**src/cmd_macros.svh**
```systemverilog
`ifndef CMD_MACROS_SVH
`define CMD_MACROS_SVH

//////////////////////////////
// Action byte codes
//////////////////////////////
`define ACT_SETUP 8'h61
`define ACT_WRITE 8'h83
`define ACT_READ 8'h94

//////////////////////////////
// Target byte codes
//////////////////////////////
// External SRAM behind the hold bus
`define TGT_SRAM 8'h2A
// Bridge setup registers
`define TGT_SETREG 8'h4B

//////////////////////////////
// Mode byte codes
//////////////////////////////
`define MODE_NORMAL 8'hAA
`define MODE_OUTSEL 8'h33

// Address a SETUP frame must carry
`define SETUP_KEY 24'h123456

// Bytes per command frame
`define FRAME_BYTES 8

`endif

```
**src/cmdPkg.sv**
```systemverilog
`default_nettype none

package cmdPkg;

	//////////////////////////////
	// Vector types
	//////////////////////////////

	// One byte of the host link
	typedef logic [7:0] byteT;

	// SRAM word address over 256K words
	typedef logic [17:0] sramAddrT;

	// SRAM data word
	typedef logic [15:0] sramDataT;

	// Address field as carried in a frame
	typedef logic [23:0] cmdAddrT;

	//////////////////////////////
	// Command frame
	//////////////////////////////

	// First received byte lands in action
	typedef struct packed {
		byteT     action;
		byteT     target;
		cmdAddrT  addr;
		sramDataT data;
		byteT     mode;
	} cmdFrameT;

	// SRAM sequencer states
	typedef enum logic [2:0] {
		IDLE,
		HOLDREQ,
		ACCESS,
		LATCH,
		WAITTX
	} seqStateT;

endpackage

`default_nettype wire

```
**src/cmdAssembler.sv**
```systemverilog
`timescale 1ns/100ps
`default_nettype none

`include "cmd_macros.svh"

module cmdAssembler (
	input  logic             iCLK,
	input  logic             iRST_n,
	input  cmdPkg::byteT     rxData,
	input  logic             rxReady,
	output cmdPkg::cmdFrameT frame,
	output logic             frameValid
);
	import cmdPkg::*;

	// Frame shift register
	cmdFrameT frameReg;
	// Frame as it stands once the current byte is in
	cmdFrameT nextFrame;
	// Position of the next byte in its frame
	logic [2:0] byteCnt;
	// Current byte closes a frame
	logic lastByte;
	// Legal action and target codes
	logic actionOk;
	logic targetOk;

	//////////////////////////////
	// Byte position
	//////////////////////////////

	assign nextFrame = {frameReg[55:0], rxData};
	assign lastByte = (byteCnt == 3'(`FRAME_BYTES - 1));

	// Counter runs from reset so boundaries never slip
	always_ff @(posedge iCLK or negedge iRST_n)
	begin
		if (!iRST_n)
			byteCnt <= '0;
		else if (rxReady)
		begin
			if (lastByte)
				byteCnt <= '0;
			else
				byteCnt <= byteCnt + 3'd1;
		end
	end

	// Oldest byte falls out at the top
	always_ff @(posedge iCLK)
	begin
		if (rxReady)
			frameReg <= nextFrame;
	end

	//////////////////////////////
	// Frame check
	//////////////////////////////

	assign actionOk = (nextFrame.action == `ACT_READ) ||
		(nextFrame.action == `ACT_WRITE) ||
		(nextFrame.action == `ACT_SETUP);
	assign targetOk = (nextFrame.target == `TGT_SRAM) ||
		(nextFrame.target == `TGT_SETREG);

	// One-cycle strobe alongside the completed frame
	always_ff @(posedge iCLK or negedge iRST_n)
	begin
		if (!iRST_n)
			frameValid <= 1'b0;
		else
			frameValid <= rxReady && lastByte && actionOk && targetOk;
	end

	assign frame = frameReg;

endmodule

`default_nettype wire

```
**src/cmdBridgeTop.sv**
```systemverilog
`timescale 1ns/100ps
`default_nettype none

module cmdBridgeTop (
	input  logic             iCLK,
	input  logic             iRST_n,
	input  cmdPkg::byteT     rxData,
	input  logic             rxReady,
	output cmdPkg::byteT     txData,
	output logic             txStart,
	input  logic             txDone,
	output logic             hold,
	input  logic             hlda,
	output cmdPkg::sramAddrT sramAddr,
	output cmdPkg::sramDataT sramWrData,
	output logic             sramWeN,
	output logic             sramOeN,
	input  cmdPkg::sramDataT sramRdData
);
	import cmdPkg::*;

	//////////////////////////////
	// Internal links
	//////////////////////////////

	// Assembled frame and its strobe
	cmdFrameT frame;
	logic     frameValid;
	// Read-back enable from the setup registers
	logic     readBackEn;
	// Read word handed to the serializer
	sramDataT wordOut;
	logic     wordValid;
	logic     txBusy;

	// Byte link to frames
	cmdAssembler uAssembler (
		.iCLK       (iCLK),
		.iRST_n     (iRST_n),
		.rxData     (rxData),
		.rxReady    (rxReady),
		.frame      (frame),
		.frameValid (frameValid)
	);

	// SETUP frame decode
	setupRegs uSetupRegs (
		.iCLK       (iCLK),
		.iRST_n     (iRST_n),
		.frame      (frame),
		.frameValid (frameValid),
		.readBackEn (readBackEn)
	);

	// Hold exchange and SRAM strobes
	sramSequencer uSequencer (
		.iCLK       (iCLK),
		.iRST_n     (iRST_n),
		.frame      (frame),
		.frameValid (frameValid),
		.readBackEn (readBackEn),
		.hold       (hold),
		.hlda       (hlda),
		.sramAddr   (sramAddr),
		.sramWrData (sramWrData),
		.sramRdData (sramRdData),
		.sramWeN    (sramWeN),
		.sramOeN    (sramOeN),
		.wordOut    (wordOut),
		.wordValid  (wordValid),
		.txBusy     (txBusy)
	);

	// Read word back over the link
	txSerializer uSerializer (
		.iCLK      (iCLK),
		.iRST_n    (iRST_n),
		.wordOut   (wordOut),
		.wordValid (wordValid),
		.txData    (txData),
		.txStart   (txStart),
		.txDone    (txDone),
		.txBusy    (txBusy)
	);

endmodule

`default_nettype wire

```
**src/setupRegs.sv**
```systemverilog
`timescale 1ns/100ps
`default_nettype none

`include "cmd_macros.svh"

module setupRegs (
	input  logic             iCLK,
	input  logic             iRST_n,
	input  cmdPkg::cmdFrameT frame,
	input  logic             frameValid,
	output logic             readBackEn
);
	import cmdPkg::*;

	// Output select code in the low data byte
	byteT selCode;
	// Frame addressed to the setup registers
	logic isSetup;
	// Key matches
	logic keyOk;

	//////////////////////////////
	// SETUP decode
	//////////////////////////////

	assign selCode = frame.data[7:0];

	assign isSetup = frameValid &&
		(frame.target == `TGT_SETREG) &&
		(frame.action == `ACT_SETUP) &&
		(frame.mode == `MODE_OUTSEL);

	// Wrong key leaves everything as it was
	assign keyOk = (frame.addr == `SETUP_KEY);

	// Read-back only when SRAM is the selected source
	always_ff @(posedge iCLK or negedge iRST_n)
	begin
		if (!iRST_n)
			readBackEn <= 1'b0;
		else if (isSetup && keyOk)
			readBackEn <= (selCode == `TGT_SRAM);
	end

endmodule

`default_nettype wire

```
**src/sramSequencer.sv**
```systemverilog
`timescale 1ns/100ps
`default_nettype none

`include "cmd_macros.svh"

module sramSequencer (
	input  logic             iCLK,
	input  logic             iRST_n,
	input  cmdPkg::cmdFrameT frame,
	input  logic             frameValid,
	input  logic             readBackEn,
	output logic             hold,
	input  logic             hlda,
	output cmdPkg::sramAddrT sramAddr,
	output cmdPkg::sramDataT sramWrData,
	input  cmdPkg::sramDataT sramRdData,
	output logic             sramWeN,
	output logic             sramOeN,
	output cmdPkg::sramDataT wordOut,
	output logic             wordValid,
	input  logic             txBusy
);
	import cmdPkg::*;

	seqStateT state;

	// Frame parked while the serializer is busy
	cmdFrameT pendFrame;
	logic     pendValid;

	// Command picked for the next access
	cmdFrameT candFrame;
	logic     candValid;

	// Incoming frame is an SRAM access
	logic frameOk;
	// Leave IDLE this cycle
	logic launch;
	// Current access is a read
	logic opRead;

	//////////////////////////////
	// Command select
	//////////////////////////////

	assign frameOk = frameValid &&
		(frame.target == `TGT_SRAM) &&
		(frame.mode == `MODE_NORMAL) &&
		((frame.action == `ACT_READ) || (frame.action == `ACT_WRITE));

	// Fresh frame wins over the parked one
	assign candFrame = frameOk ? frame : pendFrame;
	assign candValid = frameOk || pendValid;
	assign launch = (state == IDLE) && candValid && !txBusy;

	// Address, data and read word
	always_ff @(posedge iCLK)
	begin
		if ((state == IDLE) && frameOk)
			pendFrame <= frame;
		if (launch)
		begin
			// Upper address bits are ignored
			sramAddr <= candFrame.addr[17:0];
			sramWrData <= candFrame.data;
			opRead <= (candFrame.action == `ACT_READ);
		end
		// Second OE cycle
		if (state == LATCH)
			wordOut <= sramRdData;
	end

	//////////////////////////////
	// Bus FSM
	//////////////////////////////

	always_ff @(posedge iCLK or negedge iRST_n)
	begin
		if (!iRST_n)
		begin
			state <= IDLE;
			pendValid <= 1'b0;
			hold <= 1'b0;
			sramWeN <= 1'b1;
			sramOeN <= 1'b1;
			wordValid <= 1'b0;
		end
		else
		begin
			case (state)
				IDLE:
				begin
					if (launch)
					begin
						hold <= 1'b1;
						pendValid <= 1'b0;
						state <= HOLDREQ;
					end
					// Serializer busy so park it
					else if (frameOk)
						pendValid <= 1'b1;
				end
				HOLDREQ:
				begin
					// Bus is ours once hlda shows up
					if (hlda)
					begin
						if (opRead)
							sramOeN <= 1'b0;
						else
							sramWeN <= 1'b0;
						state <= ACCESS;
					end
				end
				ACCESS:
				begin
					if (opRead)
						state <= LATCH;
					else
					begin
						// Single-cycle write strobe done
						sramWeN <= 1'b1;
						hold <= 1'b0;
						state <= IDLE;
					end
				end
				LATCH:
				begin
					sramOeN <= 1'b1;
					hold <= 1'b0;
					// Word goes out only with read-back on
					wordValid <= readBackEn;
					state <= WAITTX;
				end
				WAITTX:
				begin
					wordValid <= 1'b0;
					state <= IDLE;
				end
				default:
					state <= IDLE;
			endcase
		end
	end

endmodule

`default_nettype wire

```
**src/txSerializer.sv**
```systemverilog
`timescale 1ns/100ps
`default_nettype none

module txSerializer (
	input  logic             iCLK,
	input  logic             iRST_n,
	input  cmdPkg::sramDataT wordOut,
	input  logic             wordValid,
	output cmdPkg::byteT     txData,
	output logic             txStart,
	input  logic             txDone,
	output logic             txBusy
);
	import cmdPkg::*;

	// High byte kept for the second transfer
	byteT hiByte;
	// Exchange in progress
	logic busyReg;
	// Byte in flight is the high one
	logic sendHi;

	//////////////////////////////
	// Byte sequencing
	//////////////////////////////

	// Low byte first, then high byte
	always_ff @(posedge iCLK)
	begin
		if (!busyReg && wordValid)
		begin
			txData <= wordOut[7:0];
			hiByte <= wordOut[15:8];
		end
		else if (busyReg && !txStart)
			txData <= hiByte;
	end

	always_ff @(posedge iCLK or negedge iRST_n)
	begin
		if (!iRST_n)
		begin
			busyReg <= 1'b0;
			txStart <= 1'b0;
			sendHi <= 1'b0;
		end
		else if (!busyReg)
		begin
			if (wordValid)
			begin
				busyReg <= 1'b1;
				txStart <= 1'b1;
				sendHi <= 1'b0;
			end
		end
		else if (txStart)
		begin
			// Drop start the cycle after done
			if (txDone)
			begin
				txStart <= 1'b0;
				if (sendHi)
					busyReg <= 1'b0;
				else
					sendHi <= 1'b1;
			end
		end
		else
		begin
			// One idle cycle between the two bytes
			txStart <= 1'b1;
		end
	end

	// Busy already in the wordValid cycle
	assign txBusy = busyReg || wordValid;

endmodule

`default_nettype wire
```
**config.mk**
```make
export PLATFORM = sky130hd
export DESIGN_NAME = cmdBridgeTop
export DESIGN_NICKNAME = d
export VERILOG_FILES = /design/src/cmdPkg.sv /design/src/cmdAssembler.sv /design/src/cmdBridgeTop.sv /design/src/setupRegs.sv /design/src/sramSequencer.sv /design/src/txSerializer.sv
export VERILOG_INCLUDE_DIRS = /design/src
export SDC_FILE = /design/constraint.sdc
export NUM_CORES = 1
export LEC_CHECK = 0
export BUFFER_PORTS_ARGS = -buffer_cell sky130_fd_sc_hd__clkbuf_2
export CORE_UTILIZATION = 52
export CTS_CLUSTER_DIAMETER = 200
export DETAILED_ROUTE_END_ITERATION = 8
export PLACE_DENSITY = 0.8
export SYNTH_ARGS = -nofsm -noshare
export SYNTH_HDL_FRONTEND = slang
export SYNTH_HIERARCHICAL = 1
export SYNTH_SLANG_ARGS = --single-unit
export TNS_END_PERCENT = 20
```
**constraint.sdc**
```tcl
create_clock -name iCLK -period 4.65 [get_ports iCLK]
set_input_delay 0.6975 -clock iCLK [delete_from_list [all_inputs] [get_ports iCLK]]
set_output_delay 0.6975 -clock iCLK [all_outputs]
set_load 0.02 [all_outputs]
```
==> impl_results.md, run 1 <==
* Fraction of registers with async set/reset at 8.47%
* Lkg Pwr at 0.00291 uW
* Dpl cell area at 7520 sq um
* FMAX at 290 MHz
* ANT nets after route at 0
* I/O pin total at 75
* Power per cell area at 420 nW/um^2
* Dpl hpwl at 7.46 mm
* First-pass GRT wire length at 18.1 mm
* Initial Util at 54.1%
* Worst Tran Pin Value at 1.20 ns
* DR iter-0 viols at 265
* TritonCTS Buffers at 17
* Root buf cell: clkbuf_16
* Slowest CP cell: or4_1
* Initial antenna violation count at 0
* Clock Latency Late Sink at 0.42 ns
* Worst clock skew at 0.00549 ns
* RSZ-0062 raised after global routing: false
* Fin Setup TNS at 0 ns
* Most used DFF post-synth: edfxtp_1
* Diode count at 0
* Total gr overflow at 0
* Area of the multi-input gates at 1280 sq um
* Largest net degree at the start of global routing at 43
* I/O Buffers at 74
* Worst slew margin at 18.9%
* Hold Slack at 0.205 ns
* Worst Hold Class: in2async
* CP max FO at 42
* Reg2Reg Depth at 6
* Routed length per instance at 18.8 um
* CTS-repair resized insts at 0
* Area growth, synth to finish at 16.4%
* Syn nets at 375
* Slew Limit Fails at 0
* Clock Power Share at 40.1%
* Util after Layout at 62.9%
* Sink Count at 189
* Final nets at 464
* Met2 usage at 28.6%
* Routed wire length at 11.6 mm
* Core area at 12,800 sq um
* Gr busiest metal: met2
* Register-to-register setup slack at 1.20 ns
* Finished layout cell area at 8070 sq um
* Setup Buffers After CTS at 0
* Status: completed
* CP Capture Type: flop
* Sw frac at 19.5%
* Die height at 117 um
* Row count at 41
* Met3 global-route usage at 4.65%
* Syn_area_per_cell at 20.2 sq um
* Worst path required time at 4.71 ns
* Min Tclk post-route at 3.45 ns
* Drt pass-1 iters at 5
* Seq pwr share at 57.6%
* GP Congestion at 0.905
* Critical path arrival at 3.50 ns
* Most frequent cells in the layout: edfxtp_1 (173), clkbuf_2 (74), mux2_1 (34)
* Crit-path cells: or4bb_1, or4_1, nor3_4, buf_4, nor4b_4, buf_4
* Sw Pwr at 661 uW
* R2R Path End: uSequencer/pendFrame[32]$_DFFE_PP_
* Origin of the critical flop-to-flop path: uAssembler/frame[48]$_DFFE_PP_
* Final Cycle Share at 74.1%
* Crit path top cell by count: buf_4
* Hold Buf Count CTS at 0
* CP Class: reg2reg
* Die width at 117 um
* Final Hold Fails at 0
* VDD IR max at 282 uV
* Slowest stage delay, CP at 0.58 ns
* DRC at 0
* Mapped Cells at 344
* H-tree depth at 4
* Commonest non-fill, non-tap cell in the layout: edfxtp_1
* Die ar. at 13,800 sq um
* Synth warn at 6
* Post-synth EDFFs at 173
* Cell variety after synth at 50
* Met1 GRT Util at 22.3%
* Fill count at 871
* Seq/Total Area, Yosys at 80.7%
* Crit path launch type: flop
* Number of global-route vias before repair at 3,473
* Internal Power at 2730 uW
* Max_cap viols at 0
* Vias at 3,374
* Number of synthesized register bits at 189
* Comb power frac at 2.2%
* Clock Pin Slew Worst Setup and Hold Paths at 0.06 ns
* Final setup fails at 0
* TritonCTS clock tree: built
* Mapped cell area at 6940 sq um
* Max Root-Sink Buffers at 2
* Share of layout cells above drive strength 1 at 28.8%
* Total track usage at 17.8%
* Vias per cell at 5.48
* FF/Latch Area at 5600 sq um
## stage by stage
step	instances	setup slack (ns)	total power [uW]
after floorplan	344	0.922	2000
after global placement	586	1.40	2050
after detailed placement	586	1.26	2060
after CTS	616	1.18	3410
after global routing	616	1.07	3480
final	616	1.20	3390
## layer usage
metal / share of wire, % / vias up
li1: - / 1554
met1: 42 / 1683
met2: 50 / 112
met3: 6.0 / 25
met4: 2.5 / 0
met5: 0 / -
## how the worst max path moves through the flow
stage / from / to / cells after the start
floorplan: uAssembler/frame[48]$_DFFE_PP_ / uSequencer/pendFrame[10]$_DFFE_PP_ / 5
global placement: uAssembler/frame[59]$_DFFE_PP_ / uSequencer/pendFrame[29]$_DFFE_PP_ / 6
detailed placement: uAssembler/frame[48]$_DFFE_PP_ / uSequencer/pendFrame[26]$_DFFE_PP_ / 6
CTS: uAssembler/frame[48]$_DFFE_PP_ / uSequencer/pendFrame[20]$_DFFE_PP_ / 6
global route: uAssembler/frame[61]$_DFFE_PP_ / uSequencer/pendFrame[34]$_DFFE_PP_ / 6
finish: uAssembler/frame[48]$_DFFE_PP_ / uSequencer/pendFrame[32]$_DFFE_PP_ / 6
## Yosys cell counts (3+ instances only)
master	number	share of area, %
mux2_1	34	5.5
nor2_1	7	0.38
nor4b_2	4	0.87
nand4_1	3	0.27
nand2_1	9	0.49
a21oi_1	4	0.29
nor4b_1	3	0.38
inv_1	6	0.32
edfxtp_1	173	75
nor4bb_1	6	0.87
mux2_2	3	0.49
o21ai_0	6	0.43
nor4_1	6	0.54
buf_4	3	0.32
nand2b_1	5	0.45
dfrtp_1	14	5.1
nand3b_1	8	0.87
mux2_4	8	1.7
and4b_1	3	0.43
## layout make-up
cell class	count	share of cell area (%)
clock buffers	19	5.36
clock inverters	11	1.50
inverters	6	0.279
multi-input cells	141	15.9
flip-flops and latches	189	69.4
well taps	172	2.67
repair buffers	78	4.96
## cell families after synthesis
logic type | count (synthesis) | synth area share [%]
flip-flops | 189 | 80.7
buffers and inverters | 14 | 1.05
adder cells (fa/ha/maj) | 2 | 0.361
multiplexers | 46 | 7.88
AO/OA/AOI/OAI | 20 | 1.89
AND/OR/NAND/NOR | 73 | 8.10
## critical path, delay by kind of cell (launching register included)
| family | cells | cell delay (ns) |
|---|---|---|
| buf+inv | 2 | 1.01 |
| simple gates | 4 | 1.62 |
| flops | 1 | 0.44 |
## state kept, by name, indices dropped and copies added, names as in the netlist, 3 cells and up
register,flops
uAssembler/byteCnt,3
uAssembler/frame,64
uSequencer/pendFrame,42
uSequencer/sramAddr,18
uSequencer/sramWrData,16
uSequencer/state,3
uSequencer/wordOut,16
uSerializer/hiByte,8
uSerializer/txData,8
## power by group through the flow
stage	Clock [uW]	Sequential, uW	Combinational (uW)
floorplan	0	1960	39.1
global placement	0	1980	69.0
detailed placement	0	1990	77.4
CTS	1380	1950	77.2
global route	1440	1960	83.6
finish	1360	1950	75.6
Note: power is estimated with default switching activity, not from simulation.
==> run 2, diff against run 1 <==
- CORE_UTILIZATION: 52 -> 57
- PLACE_DENSITY: 0.8 -> 0.83
- clock period: 4.65 -> 3.56 ns (I/O delays scaled with it)
==> run 2 against run 1 <==
Effect of this change:
- combinational power increased by 28%
- global-route usage increased by 2.7 points
- critical path depth decreased by 1
- sequential share of layout area decreased by 0.17 points
- critical endpoint is now uSequencer/pendFrame[39]$_DFFE_PP_
- the flow now finishes with violations (DRC)
- largest power group unchanged
- maximum frequency increased by 9.5%
- highest routed layer unchanged
- count of clock-buffer cells in the layout decreased by 1
- worst setup slack got worse by 0.79 ns
==> impl_results.md, run 2 (same netlist as run 1, synthesis figures left out) <==
* Row count at 39
* Setup Buffers After CTS at 0
* Final worst slack at 0.413 ns
* Sink Count at 189
* DRC at 4
* CP Capture Type: flop
* Most frequent cells in the layout: edfxtp_1 (173), clkbuf_2 (74), mux2_1 (34)
* Final Cycle Share at 88.4%
* Hold Buf Count CTS at 0
* Root buf cell: clkbuf_16
* Worst clock skew at 0.0111 ns
* Min Tclk post-route at 3.15 ns
* Failing checks: DRC
* Placed cell count at 559
* Worst path required time at 3.62 ns
* Routed length per instance at 20.3 um
* Die height at 112 um
* FMAX at 318 MHz
* Max Root-Sink Buffers at 2
* TritonCTS Buffers at 17
* I/O Buffers at 74
* CP Class: reg2reg
* Status: complete, but fails checks
* Core area at 11,600 sq um
* Clock Latency Late Sink at 0.43 ns
* Vias per cell at 5.83
* Worst Hold Class: in2async
* Number of global-route vias before repair at 3,507
* TritonCTS clock tree: built
* Slew Limit Fails at 0
* Power per cell area at 561 nW/um^2
* Share of layout cells above drive strength 1 at 29.5%
* Finished layout cell area at 8090 sq um
* VDD IR max at 380 uV
* H-tree depth at 4
* Max_cap viols at 0
* Vias at 3,438
* ANT nets after route at 0
* First-pass GRT wire length at 18.8 mm
* Die width at 112 um
* RSZ-0062 raised after global routing: false
* Worst slew margin at 16.6%
* Crit path launch type: flop
* Die ar. at 12,600 sq um
* Final setup fails at 0
* CTS-repair resized insts at 0
* Area growth, synth to finish at 16.7%
* I/O pin total at 75
* R2R Path End: uSequencer/pendFrame[39]$_DFFE_PP_
* Max reg flops at 64
* Critical path arrival at 3.21 ns
* Diode count at 0
* Non-filler instance count after layout at 590
* GP Congestion at 0.894
* DR iter-0 viols at 295
* Commonest non-fill, non-tap cell in the layout: edfxtp_1
* Drt pass-1 iters at 6
* CP max FO at 42
* Total track usage at 20.4%
* Initial antenna violation count at 0
* Routed wire length at 12.0 mm
* Dpl ws at 0.473 ns
* Clock Pin Slew Worst Setup and Hold Paths at 0.06 ns
* Final nets at 466
* Initial Util at 59.7%
* Final Hold Fails at 0
* Largest net degree at the start of global routing at 43
* Dpl cell area at 7490 sq um
* Worst Tran Pin Value at 1.24 ns
* Dpl hpwl at 7.64 mm
* Total gr overflow at 0
* Origin of the critical flop-to-flop path: uAssembler/frame[61]$_DFFE_PP_
* Reg2Reg Depth at 5
* Fill count at 691
* Lkg Pwr at 0.00295 uW
* Register-to-register setup slack at 0.41 ns
## run 2: cell types whose count changed in the layout (fill, tap and decap cells not counted)
cell	change
clkinv_4	+3
clkinvlp_4	-2
bufinv_16	+1
buf_4	+2
clkbuf_1	-1
clkinv_2	-1
inv_6	+1
## run 2: final cells by class
cell class / instances / area, sq um / area share [%]
inverters: 6 / 22.5 / 0.278
well taps: 143 / 179 / 2.21
repair buffers: 80 / 415 / 5.13
clock inverters: 13 / 166 / 2.06
flip-flops and latches: 189 / 5600 / 69.2
clock buffers: 18 / 429 / 5.30
multi-input cells: 141 / 1280 / 15.8
## run 2: worst max-delay path, stage by stage, from the launching register on
cell      delay, ns
edfxtp_1       0.43
or4b_1         0.56
or4_1          0.56
nor3_4         0.39
nor4b_4        0.30
buf_4          0.51
## run 2: metal layers
layer  global-route usage, %  routed length (um)
met4                    10.6                 342
met1                    25.9                4760
met2                    33.7                6100
met3                    4.32                 780
met5                       0                   0
## run 2: through the flow
stage          hold slack [ns]  TNS [ns]  utilization [%]  power (uW)
2_1_floorplan            0.238     -4.33                -        2620
3_3_place_gp             0.404         0             64.5        2680
3_5_place_dp             0.407         0             64.5        2690
4_1_cts                 0.0366         0             69.7        4560
5_1_grt                 0.0651         0             69.7        4660
6_report                0.0353         0             69.7        4540
## run 2: worst max-delay path by stage
stage	from	end	slack [ns]	cells after the start
finish	uAssembler/frame[61]$_DFFE_PP_	uSequencer/pendFrame[39]$_DFFE_PP_	0.41	5
global route	uAssembler/frame[61]$_DFFE_PP_	uSequencer/pendFrame[39]$_DFFE_PP_	0.29	5
CTS	uAssembler/frame[61]$_DFFE_PP_	uSequencer/pendFrame[35]$_DFFE_PP_	0.42	5
detailed placement	uAssembler/frame[59]$_DFFE_PP_	uSequencer/pendFrame[23]$_DFFE_PP_	0.47	5
global placement	uAssembler/frame[48]$_DFFE_PP_	uSequencer/pendFrame[31]$_DFFE_PP_	0.64	5
floorplan	uAssembler/frame[48]$_DFFE_PP_	uSequencer/pendFrame[10]$_DFFE_PP_	-0.10	5
## run 2: where the power goes
part	internal [uW]	switching, uW	total (uW)
Clock	1100	786	1890
Sequential	2490	62.1	2550
Combinational	49.7	46.7	96.4
